===== src/include/conv_config.svh =====
`ifndef CONV_CONFIG_SVH
`define CONV_CONFIG_SVH

// word and array sizes.
`define WORD_WIDTH      8
`define UNITS           2
`define KERNEL_H_MAX    3
`define KERNEL_W_MAX    3
`define CORES           2

// an image beat carries the edge words above and below the units.
`define UNITS_EDGES     (`UNITS + `KERNEL_H_MAX - 1)

// weights arrive narrow and are packed into one row for all cores.
`define W_BEAT_WORDS    2
`define W_BEATS_PER_ROW (`CORES * `KERNEL_W_MAX / `W_BEAT_WORDS)

// buffer entries and the credits each producer starts with.
`define FIFO_DEPTH      4

`endif


===== src/design/conv_pkg.sv =====
`default_nettype none

`include "conv_config.svh"

package conv_pkg;

  typedef struct packed {
    logic [`W_BEAT_WORDS-1:0][`WORD_WIDTH-1:0] words;
    logic                                      is_acc_last;
  } weight_beat_t;

  // word index is core*KERNEL_W_MAX + kernel column.
  typedef struct packed {
    logic [`CORES*`KERNEL_W_MAX-1:0][`WORD_WIDTH-1:0] words;
    logic                                             is_acc_last;
  } weight_row_t;

  typedef struct packed {
    logic is_max;
    logic is_lrelu;
    logic is_acc_last;
    logic row_last;
  } conv_tuser_t;

  // beat handed to the conv engine.
  typedef struct packed {
    logic [`UNITS-1:0][`WORD_WIDTH-1:0]               pixels;
    logic [`CORES*`KERNEL_W_MAX-1:0][`WORD_WIDTH-1:0] weights;
    conv_tuser_t                                      user;
    logic                                             last;
  } conv_beat_t;

endpackage

`default_nettype wire


===== src/design/image_pkg.sv =====
`default_nettype none

`include "conv_config.svh"

package image_pkg;

  // one input beat holds all words a kernel column can touch.
  typedef struct packed {
    logic [`UNITS_EDGES-1:0][`WORD_WIDTH-1:0] words;
    logic                                     is_max;
    logic                                     is_lrelu;
    logic [$clog2(`KERNEL_H_MAX)-1:0]         kernel_h_1; // kernel height minus one.
    logic                                     last;
  } image_beat_t;

  // one kernel row worth of pixels.
  typedef struct packed {
    logic [`UNITS-1:0][`WORD_WIDTH-1:0] words;
    logic                               is_max;
    logic                               is_lrelu;
    logic                               row_last; // final kernel row of the beat.
    logic                               last;
  } pixel_row_t;

endpackage

`default_nettype wire


===== src/design/axis_input_pipe.sv =====
`default_nettype none

`include "conv_config.svh"

module axis_input_pipe
  import image_pkg::*;
  import conv_pkg::*;
(
  input  logic         aclk,
  input  logic         reset,
  input  image_beat_t  s_image,
  input  logic         s_image_valid,
  output logic         s_image_ready,
  input  weight_beat_t s_weights,
  input  logic         s_weights_valid,
  output logic         s_weights_ready,
  output conv_beat_t   m_conv,
  output logic         m_conv_valid,
  input  logic         m_conv_ready
);

  // pixel path.
  logic        pixel_push;
  pixel_row_t  pixel_push_data;
  logic        pixel_credit;
  pixel_row_t  pixel_pop_data;
  logic        pixel_empty;

  // weight path.
  logic        weight_push;
  weight_row_t weight_push_data;
  logic        weight_credit;
  weight_row_t weight_pop_data;
  logic        weight_empty;

  logic        pop; // shared by both buffers.

  // **************************************************
  // producers
  // **************************************************
  pixel_shifter u_pixel_shifter (
    .aclk          (aclk),
    .reset         (reset),
    .s_image       (s_image),
    .s_image_valid (s_image_valid),
    .s_image_ready (s_image_ready),
    .push          (pixel_push),
    .push_data     (pixel_push_data),
    .credit        (pixel_credit)
  );

  weights_packer u_weights_packer (
    .aclk            (aclk),
    .reset           (reset),
    .s_weights       (s_weights),
    .s_weights_valid (s_weights_valid),
    .s_weights_ready (s_weights_ready),
    .push            (weight_push),
    .push_data       (weight_push_data),
    .credit          (weight_credit)
  );

  // **************************************************
  // buffers and join
  // **************************************************
  credit_fifo #(.payload_t(pixel_row_t)) u_pixel_fifo (
    .aclk      (aclk),
    .reset     (reset),
    .push      (pixel_push),
    .push_data (pixel_push_data),
    .pop       (pop),
    .pop_data  (pixel_pop_data),
    .empty     (pixel_empty),
    .credit    (pixel_credit)
  );

  credit_fifo #(.payload_t(weight_row_t)) u_weight_fifo (
    .aclk      (aclk),
    .reset     (reset),
    .push      (weight_push),
    .push_data (weight_push_data),
    .pop       (pop),
    .pop_data  (weight_pop_data),
    .empty     (weight_empty),
    .credit    (weight_credit)
  );

  conv_input_joiner u_joiner (
    .aclk         (aclk),
    .reset        (reset),
    .pixel_data   (pixel_pop_data),
    .pixel_empty  (pixel_empty),
    .weight_data  (weight_pop_data),
    .weight_empty (weight_empty),
    .pop          (pop),
    .m_conv       (m_conv),
    .m_conv_valid (m_conv_valid),
    .m_conv_ready (m_conv_ready)
  );

endmodule

`default_nettype wire


===== src/design/conv_input_joiner.sv =====
`default_nettype none

module conv_input_joiner
  import image_pkg::*;
  import conv_pkg::*;
(
  input  logic        aclk,
  input  logic        reset,
  input  pixel_row_t  pixel_data,
  input  logic        pixel_empty,
  input  weight_row_t weight_data,
  input  logic        weight_empty,
  output logic        pop,
  output conv_beat_t  m_conv,
  output logic        m_conv_valid,
  input  logic        m_conv_ready
);

  conv_beat_t next_beat;
  logic       out_free;

  // output register can take a new beat.
  assign out_free = m_conv_ready || !m_conv_valid;

  // both buffers pop together.
  assign pop = !pixel_empty && !weight_empty && out_free;

  // **************************************************
  // merge pixel row and weight row
  // **************************************************
  always_comb begin
    next_beat.pixels           = pixel_data.words;
    next_beat.weights          = weight_data.words;
    next_beat.user.is_max      = pixel_data.is_max;
    next_beat.user.is_lrelu    = pixel_data.is_lrelu;
    next_beat.user.is_acc_last = weight_data.is_acc_last;
    next_beat.user.row_last    = pixel_data.row_last;
    next_beat.last             = pixel_data.last;
  end

  always_ff @(posedge aclk) begin
    if (pop) m_conv <= next_beat;
  end

  always_ff @(posedge aclk) begin
    if (reset) begin
      m_conv_valid <= 1'b0;
    end else if (pop) begin
      m_conv_valid <= 1'b1;
    end else if (m_conv_ready) begin
      m_conv_valid <= 1'b0; // drained with nothing new to load.
    end
  end

endmodule

`default_nettype wire


===== src/design/credit_fifo.sv =====
`default_nettype none

`include "conv_config.svh"

module credit_fifo #(
  parameter type payload_t = logic
) (
  input  logic     aclk,
  input  logic     reset,
  input  logic     push,
  input  payload_t push_data,
  input  logic     pop,
  output payload_t pop_data,
  output logic     empty,
  output logic     credit
);

  localparam int PTR_W = $clog2(`FIFO_DEPTH);
  localparam int CNT_W = $clog2(`FIFO_DEPTH + 1);

  payload_t         mem [`FIFO_DEPTH];
  logic [PTR_W-1:0] wr_ptr;
  logic [PTR_W-1:0] rd_ptr;
  logic [CNT_W-1:0] count;

  assign empty    = (count == '0);
  assign pop_data = mem[rd_ptr];

  // the producer only pushes with credit in hand.
  always_ff @(posedge aclk) begin
    if (push) mem[wr_ptr] <= push_data;
  end

  always_ff @(posedge aclk) begin
    if (reset) begin
      wr_ptr <= '0;
      rd_ptr <= '0;
      count  <= '0;
      credit <= 1'b0;
    end else begin
      if (push) wr_ptr <= (wr_ptr == PTR_W'(`FIFO_DEPTH - 1)) ? '0 : wr_ptr + 1'b1;
      if (pop)  rd_ptr <= (rd_ptr == PTR_W'(`FIFO_DEPTH - 1)) ? '0 : rd_ptr + 1'b1;
      case ({push, pop})
        2'b10:   count <= count + 1'b1;
        2'b01:   count <= count - 1'b1;
        default: count <= count;
      endcase
      credit <= pop; // one credit back per freed entry.
    end
  end

endmodule

`default_nettype wire


===== src/design/pixel_shifter.sv =====
`default_nettype none

`include "conv_config.svh"

module pixel_shifter
  import image_pkg::*;
(
  input  logic        aclk,
  input  logic        reset,
  input  image_beat_t s_image,
  input  logic        s_image_valid,
  output logic        s_image_ready,
  output logic        push,
  output pixel_row_t  push_data,
  input  logic        credit
);

  localparam int CREDIT_W = $clog2(`FIFO_DEPTH + 1);
  localparam int ROW_W    = $clog2(`KERNEL_H_MAX);

  image_beat_t         beat_q;
  logic                busy;
  logic [ROW_W-1:0]    row;
  logic [CREDIT_W-1:0] credits;
  logic                accept;
  logic                row_last;

  assign accept   = s_image_valid && s_image_ready;
  assign row_last = (row == beat_q.kernel_h_1);
  assign push     = busy && (credits != '0); // stall on the current row without credit.

  // row r takes words r to r+UNITS-1.
  always_comb begin
    for (int i = 0; i < `UNITS; i++) begin
      push_data.words[i] = beat_q.words[row + i];
    end
    push_data.is_max   = beat_q.is_max;
    push_data.is_lrelu = beat_q.is_lrelu;
    push_data.row_last = row_last;
    push_data.last     = beat_q.last && row_last;
  end

  always_ff @(posedge aclk) begin
    if (accept) beat_q <= s_image;
  end

  // **************************************************
  // row sequencing
  // **************************************************
  always_ff @(posedge aclk) begin
    if (reset) begin
      s_image_ready <= 1'b0;
      busy          <= 1'b0;
      row           <= '0;
    end else if (accept) begin
      s_image_ready <= 1'b0;
      busy          <= 1'b1;
      row           <= '0;
    end else if (push) begin
      if (row_last) begin
        busy          <= 1'b0;
        s_image_ready <= 1'b1; // ready again right after the last row.
      end else begin
        row <= row + 1'b1;
      end
    end else if (!busy) begin
      s_image_ready <= 1'b1;
    end
  end

  // credits held toward the pixel buffer.
  always_ff @(posedge aclk) begin
    if (reset) begin
      credits <= CREDIT_W'(`FIFO_DEPTH);
    end else begin
      case ({push, credit})
        2'b10:   credits <= credits - 1'b1;
        2'b01:   credits <= credits + 1'b1;
        default: credits <= credits;
      endcase
    end
  end

endmodule

`default_nettype wire


===== src/design/weights_packer.sv =====
`default_nettype none

`include "conv_config.svh"

module weights_packer
  import conv_pkg::*;
(
  input  logic         aclk,
  input  logic         reset,
  input  weight_beat_t s_weights,
  input  logic         s_weights_valid,
  output logic         s_weights_ready,
  output logic         push,
  output weight_row_t  push_data,
  input  logic         credit
);

  localparam int CREDIT_W = $clog2(`FIFO_DEPTH + 1);
  localparam int CNT_W    = $clog2(`W_BEATS_PER_ROW);

  weight_row_t         row_q;
  logic [CNT_W-1:0]    cnt;
  logic                full;
  logic [CREDIT_W-1:0] credits;
  logic                accept;
  logic                beat_last;

  assign push            = full && (credits != '0);
  assign s_weights_ready = !full || push; // one beat of the next group may enter during a push.
  assign accept          = s_weights_valid && s_weights_ready;
  assign beat_last       = (cnt == CNT_W'(`W_BEATS_PER_ROW - 1));
  assign push_data       = row_q;

  // beat j lands on words 2j and 2j+1.
  always_ff @(posedge aclk) begin
    if (accept) begin
      for (int k = 0; k < `W_BEAT_WORDS; k++) begin
        row_q.words[cnt*`W_BEAT_WORDS + k] <= s_weights.words[k];
      end
      if (beat_last) row_q.is_acc_last <= s_weights.is_acc_last;
    end
  end

  always_ff @(posedge aclk) begin
    if (reset) begin
      cnt  <= '0;
      full <= 1'b0;
    end else begin
      if (accept) cnt <= beat_last ? '0 : cnt + 1'b1;
      if (accept && beat_last) full <= 1'b1;
      else if (push)           full <= 1'b0;
    end
  end

  always_ff @(posedge aclk) begin
    if (reset) begin
      credits <= CREDIT_W'(`FIFO_DEPTH);
    end else begin
      case ({push, credit})
        2'b10:   credits <= credits - 1'b1;
        2'b01:   credits <= credits + 1'b1;
        default: credits <= credits;
      endcase
    end
  end

endmodule

`default_nettype wire


===== config.mk =====
export PLATFORM = sky130hd
export DESIGN_NAME = axis_input_pipe
export DESIGN_NICKNAME = d
export VERILOG_FILES = /design/src/design/conv_pkg.sv /design/src/design/image_pkg.sv /design/src/design/axis_input_pipe.sv /design/src/design/conv_input_joiner.sv /design/src/design/credit_fifo.sv /design/src/design/pixel_shifter.sv /design/src/design/weights_packer.sv
export VERILOG_INCLUDE_DIRS = /design/src /design/src/include
export SDC_FILE = /design/constraint.sdc
export NUM_CORES = 1
export LEC_CHECK = 0
export ABC_CLOCK_PERIOD_IN_PS = 8700
export BUFFER_PORTS_ARGS = -buffer_cell sky130_fd_sc_hd__buf_2
export CELL_PAD_IN_SITES_DETAIL_PLACEMENT = 0
export CELL_PAD_IN_SITES_GLOBAL_PLACEMENT = 1
export CORE_UTILIZATION = 52
export DETAILED_ROUTE_END_ITERATION = 6
export GPL_TIMING_DRIVEN = 0
export HOLD_SLACK_MARGIN = 0.05
export PLACE_DENSITY_LB_ADDON = 0.05
export SKIP_LAST_GASP = 1
export SYNTH_ARGS = -nofsm -noshare
export SYNTH_HDL_FRONTEND = slang
export SYNTH_SLANG_ARGS = --single-unit

===== constraint.sdc =====
create_clock -name aclk -period 8.7 [get_ports aclk]
set_input_delay 0.435 -clock aclk [delete_from_list [all_inputs] [get_ports aclk]]
set_output_delay 0.435 -clock aclk [all_outputs]
set_load 0.05 [all_outputs]

# [Yosys cells after proc, flatten, opt, wreduce, memory -nomap -nowiden]
# Memory sizes are Yosys's and may differ from the RTL's. A register that Yosys moved wholly into a read port is not among the register bits.
# Index checks and enable logic that the tools add are counted.
[classes] reduce_logical=33 order_cmp=6 n_bitwise=1 addsub=16 n_mux=33 eq_ne=16
[ops] cell="$bwmux 48" n=2
[ops] cell="$bmux 8 s2" n=2
[ops] cell="$ge 32x1->1 const B" n=1
[ops] cell="$lt 32x3->1 const B" n=1
[ops] cell="$lt 32x4->1 const B" n=1
[ops] cell="$mux 8" n=4
[ops] cell="$demux 8 s3" n=1
[ops] cell="$pmux 3 s2" n=4
[ops] cell="$eq 2x2->1 const B" n=9
[ops] cell="$demux 8 s2" n=1
[ops] cell="$reduce_bool 2->1" n=8
[ops] cell="$mux 1" n=14
[ops] cell="$add 2x1->2 const B" n=6
[ops] cell="$add 3x1->3 const B" n=4
[ops] cell="$sub 3x1->3 const B" n=4
[ops] cell="$logic_and 1x1->1" n=10
[ops] cell="$mux 2" n=5
[ops] cell="$eq 2x1->1 const B" n=4
[ops] cell="$reduce_and 2->1" n=4
[ops] cell="$logic_not 3->1" n=2
[ops] cell="$reduce_bool 3->1" n=2
[ops] cell="$add 3x1->4 const B" n=1
[ops] cell="$logic_not 1->1" n=4
[ops] cell="$lt 3x4->1 const B" n=1
[ops] cell="9 further kinds" n=10
[word_totals] elab_cells=137 input_bits=59 register_bits=115 mem_count=2 output_inout_bits=72 mem_bits_rw=276
[mem_list] memory="u_weight_fifo.mem" depth=4 width=49 read_ports=1 rd_clocked_by_memory_dff=1 write_ports=1 line_no="credit_fifo.sv:21" source="payload_t mem [`FIFO_DEPTH];"
[mem_list] memory="u_pixel_fifo.mem" depth=4 width=20 read_ports=1 rd_clocked_by_memory_dff=1 write_ports=1 line_no="credit_fifo.sv:21"

# [Logic depth before layout (Yosys ltp)]
[logic_depth] word_depth=6 ltp_mapped=8 mapped_depth_nobuf=8

# [Modules after synthesis]
# A second synthesis with hierarchy kept.
[hier_totals] hier_cells=744 area_unflattened_um2=16957.5
[by_module_without_submodules] mod="credit_fifo at u_weight_fifo" cells_each=306 area_each_um2=7561.0 seq_area_each_um2=6085.8 n_inst=1
[by_module_without_submodules] mod="credit_fifo at u_pixel_fifo" cells_each=154 area_each_um2=3354.5 seq_area_each_um2=2602.5 n_inst=1
[by_module_without_submodules] mod="conv_input_joiner" cells_each=74 area_each_um2=2124.5 seq_area_each_um2=2092.0 n_inst=1
[by_module_without_submodules] mod="pixel_shifter" cells_each=101 area_each_um2=1971.9 seq_area_each_um2=1251.2 n_inst=1
[by_module_without_submodules] mod="weights_packer" cells_each=109 area_each_um2=1945.6 seq_area_each_um2=1591.5 n_inst=1

# [Worst setup path before layout]
# No wires, ideal clock.
[synth_path] path_type="register to register" startpoint="reg u_joiner.m_conv_valid" endpoint="reg u_weight_fifo.count[2]" slack_ns=3.632 synth_period_minus_slack_ns=5.068 path_stages_with_launch=9 path_buffers=0 setup_ns=0.070 t_arrival_ns=4.998 path_cell_list="dfxtp_1 -> nor2b_1 -> nor3_2 -> ha_1 -> inv_1 -> fa_1 -> xor2_1 -> or3_1 -> a21oi_1"
[synth_between] elab_chain_len=5 word_cells_on_any_way=7 classes_between="eq/ne (2); mux (1); reduce/logical (4)"
[synth_lines] element="start, declared" line_no="conv_input_joiner.sv:15" source="output logic m_conv_valid,"
[synth_lines] element="start signal, assigned" line_no="conv_input_joiner.sv:47" source="m_conv_valid <= 1'b0;"
[synth_lines] element="start signal, assigned" line_no="conv_input_joiner.sv:49" source="m_conv_valid <= 1'b1;"
[synth_lines] element="start signal, assigned" line_no="conv_input_joiner.sv:51" source="m_conv_valid <= 1'b0;"
[synth_lines] element="$logic_not 1->1 *" line_no="conv_input_joiner.sv:23" source="assign out_free = m_conv_ready || !m_conv_valid;"
[synth_lines] element="$logic_or 1x1->1 *" line_no="conv_input_joiner.sv:23"
[synth_lines] element="$logic_and 1x1->1 *" line_no="conv_input_joiner.sv:26" source="assign pop = !pixel_empty && !weight_empty && out_free;"
[synth_lines] element="named net pop" line_no="axis_input_pipe.sv:36" source="logic pop;"
[synth_lines] element="$eq 2x1->1 or $eq 2x2->1 (tied branches)" line_no="credit_fifo.sv:43" source="case ({push, pop})"
[synth_lines] element="$pmux 3 s2 or $reduce_bool 2->1 (tied branches)"
[synth_lines] element="end signal, assigned" line_no="credit_fifo.sv:44" source="2'b10: count <= count + 1'b1;"
[synth_lines] element="end signal, assigned" line_no="credit_fifo.sv:45" source="2'b01: count <= count - 1'b1;"
[synth_lines] element="end signal, assigned" line_no="credit_fifo.sv:46" source="default: count <= count;"
[synth_lines] element="end, declared" line_no="credit_fifo.sv:24" source="logic [CNT_W-1:0] count;"
# The timed path passes the listed nets; every way through them passes the cells marked *.
# A chain may end at the register's enable or synchronous reset.

# [Final worst setup path]
[layout_path] startpoint="reg u_pixel_fifo.count[0]" endpoint="reg u_weight_fifo.count[2]"
[layout_between] elab_chain_len=6 word_cells_on_any_way=8 classes_between="eq/ne (2); mux (1); reduce/logical (5)"
[layout_lines] element="start, declared" line_no="credit_fifo.sv:24"
[layout_lines] element="start signal, assigned" line_no="credit_fifo.sv:44"
[layout_lines] element="start signal, assigned" line_no="credit_fifo.sv:45"
[layout_lines] element="start signal, assigned" line_no="credit_fifo.sv:46"
[layout_lines] element="$logic_not 3->1 *" line_no="credit_fifo.sv:26" source="assign empty = (count == '0);"
[layout_lines] element="$logic_not 1->1 *" line_no="conv_input_joiner.sv:26"
[layout_lines] element="$logic_and 1x1->1 * (2 in series)" line_no="conv_input_joiner.sv:26"
[layout_lines] element="named net pop" line_no="axis_input_pipe.sv:36"
[layout_lines] element="$eq 2x1->1 or $eq 2x2->1 (tied branches)" line_no="credit_fifo.sv:43"
[layout_lines] element="$pmux 3 s2 or $reduce_bool 2->1 (tied branches)"
# Marked as above.

==> impl_results.md <==
* Status: complete, no violations
* Final TNS setup at 0 ps
* Largest net degree at the start of global routing at 50
* Sequential share of the synthesized area at 80.49%
* Min-Delay Path Class: input port to register
* Critical R2R Launch: u_pixel_fifo.count[0]
* Count of final setup violators at 0
* DRT iter0 DRCs at 446
* Top cells by area, synth: edfxtp_1 (77%), mux4_2 (11%), dfxtp_1 (3.5%)
* Syn Nets at 814
* Hold wc startpoint: s_image[33]
* Via count at 7461
* Antenna Nets Post-Route at 0
* CP required at 9160 ps
* Die footprint at 33030 um^2
* DR pass1 iterations at 5
* Arrival time at the worst endpoint at 3060 ps
* Remaining DRCs at 0
* Avg Cell Area, Syn at 22.80 um^2
* Post-synth ARST share at 0%
* Cell area power density at 225.9 nW/um^2
* Least-Margin Pin Slew at 1088 ps
* Gpl congestion at 0.7153
* Yosys warning count at 0
* DR WL/cell at 21.46 um
* Layout cells sized above 1 at 32.44%
* Cell variety after synth at 38
* Worst setup SP type: register
* CP max-delay cell: nor3_4
* Final Critical Period at 2604 ps
* Ports at 131
* Die Height at 181.8 um
* Area grow syn2layout at 16.64%
* CTS Buffer Depth at 3
* Worst-Skew Late Latency at 540 ps
* Dpl hpwl at 18020 um
* Initial antenna violation count at 0
* Final Non-Filler Cells at 1367
* Grt ovf at 0
* CP delay by family, top: simple AND/OR/NAND/NOR gates
* Max Cap Viol at 0
* Max IR drop VDD at 0.0001579 V
* Buf/Inv on CP at 1
* Post-synth EDFFs at 431
* Post-synth top area share at 77.03%
* Net count, final at 1010
* Max Fclk at 384.0 MHz
* Final Cycle Share at 29.94%
* RSZ-0062 raised after global routing: no
* Max H-tree Level at 2
* Vias per cell at 5.458
* Mapped cell area at 16800 um^2
* Number of diodes at 0
* CTS tree: done
* Top_reg_cell synth: edfxtp_1
* Worst path max stage delay at 620 ps
* FILL cells at 2215
* PnR Total Power at 4.426 mW
* Worst Setup SP: u_pixel_fifo.count[0]
* # resized after CTS at 0
* CTS root buf: clkbuf_16
* Clk slew on worst S/H paths at 60 ps
* Synth top cells by count: edfxtp_1 (431), mux4_2 (85), and2_1 (34)
* GRT Total Usage at 18.54%
* TritonCTS Buffers at 46
* Post-CTS Setup Inserts at 0
* Leak at 6.442 nW
* Top-count cell post-synth: edfxtp_1
* Slew HR at 27.50%
* Largest area contributor in the netlist: edfxtp_1
* CP Capture Type: register
* Placed cell count at 1273
* Register area at 13520 um^2
* I/O Buffers at 129
* Worst Path Max Fanout at 10
* Initial Utilization at 53.11%
* Multi-input logic area at 3060 um^2
* Post-CTS Hold Buffers at 10
* Clock Sinks at 460
* Vias in the first global route at 8044
* Cells after synthesis at 737
* Skew final at 14.82 ps
* Final WL at 29340 um
* Worst Setup Path Type: register to register
* FF+latch count, synth at 460
* Fin. max-slew vios at 0
* First-pass GRT wire length at 45520 um
* Final Hold Viols at 0
* CP Cell Sequence: nor3_2 -> nor3_4 -> ha_1 -> inv_1 -> fa_1 -> xor2_1 -> or3_1 -> a21oi_1
* Die Width at 181.8 um
* # rows at 65
* Total core area at 31640 um^2
[worst register-to-register path, cell delays in order, from the launching register on]
cell and delay, ps:
dfxtp_1 430, nor3_2 130, nor3_4 620, ha_1 300, inv_1 60, fa_1 380, xor2_1 160, or3_1 320
a21oi_1 150
[layer usage]
metal,global-route usage (%),share of wire [%]
met1,23.49,41
met3,3.309,5.1
met2,32.86,52
met5,0,0
met4,5.322,2.1
[final cells by class]
cell class,count,area share [%]
Multi-Input combinational cell,236,15.62
Sequential cell,460,69.01
Inverter,18,0.3448
Tap cell,402,2.567
Clock inverter,20,0.8875
Clock buffer,60,6.264
Timing Repair Buffer,148,4.457
Buffer,23,0.8556
[state kept, by name, summed over array words and instances (netlist names), 2 cells and up]
signal,flops
u_weight_fifo.mem,196
u_pixel_fifo.mem,80
u_joiner.m_conv,69
u_weights_packer.push_data,49
u_pixel_shifter.beat_q,35
u_pixel_fifo.count,3
u_pixel_shifter.credits,3
u_weight_fifo.count,3
u_weights_packer.credits,3
u_pixel_fifo.rd_ptr,2
u_pixel_fifo.wr_ptr,2
u_pixel_shifter.push_data,2
u_pixel_shifter.row,2
u_weight_fifo.rd_ptr,2
u_weight_fifo.wr_ptr,2
u_weights_packer.cnt,2
[metrics by stage]
step	hold WS, ps	util (%)	instance area [um^2]	setup slack (ps)
4_1_cts	50.67	61.82	19560	6051
2_1_floorplan	455.4	-	16800	3632
5_1_grt	50.27	61.94	19600	5931
3_3_place_gp	465.3	56.74	17950	1389
6_report	76.01	61.94	19600	6096
3_5_place_dp	484.9	57.07	18050	5992
[final timing paths]
kind | to | slack (ps) | cells past startpoint
max | u_weight_fifo.count[2] | 6100 | 8
min reg2reg | u_weight_fifo.mem[3][2] | 500 | 0
max reg2reg | u_weight_fifo.count[2] | 6100 | 8
min | u_pixel_shifter.beat_q[33] | 80 | 1
[cell usage in the layout, fill, tap and decap left out, types with 12 or more instances in the layout]
master         Yosys  routed
a21oi_1           16      16
edfxtp_1         431     431
dfxtp_1           29      29
mux4_2            85      85
clkbuf_16          0      46
clkbuf_1           3      14
and2_1            34      29
nor2_1            12      12
inv_1             15      15
dlygate4sd3_1      0      14
buf_2              8     137
ha_1              14      14
[report_power, final]
part           internal [mW]  switching (mW)
registers               2.45          0.0206
logic                 0.0485          0.0643
clock network           1.08           0.762
[logic make-up (layout without fill, tap and decap cells)]
family | Yosys count | in the layout | synth area share (%)
AOI/OAI and AO/OA | 31 | 31 | 1.139
xor gates and xnor gates | 10 | 10 | 0.7447
adders and majority gates | 18 | 18 | 1.519
buffers and inverters | 41 | 269 | 1.400
DFF | 460 | 460 | 80.49
muxes | 91 | 91 | 11.76
and+or+nand+nor | 86 | 86 | 2.949
No activity file was read; power rests on OpenSTA's default activity.
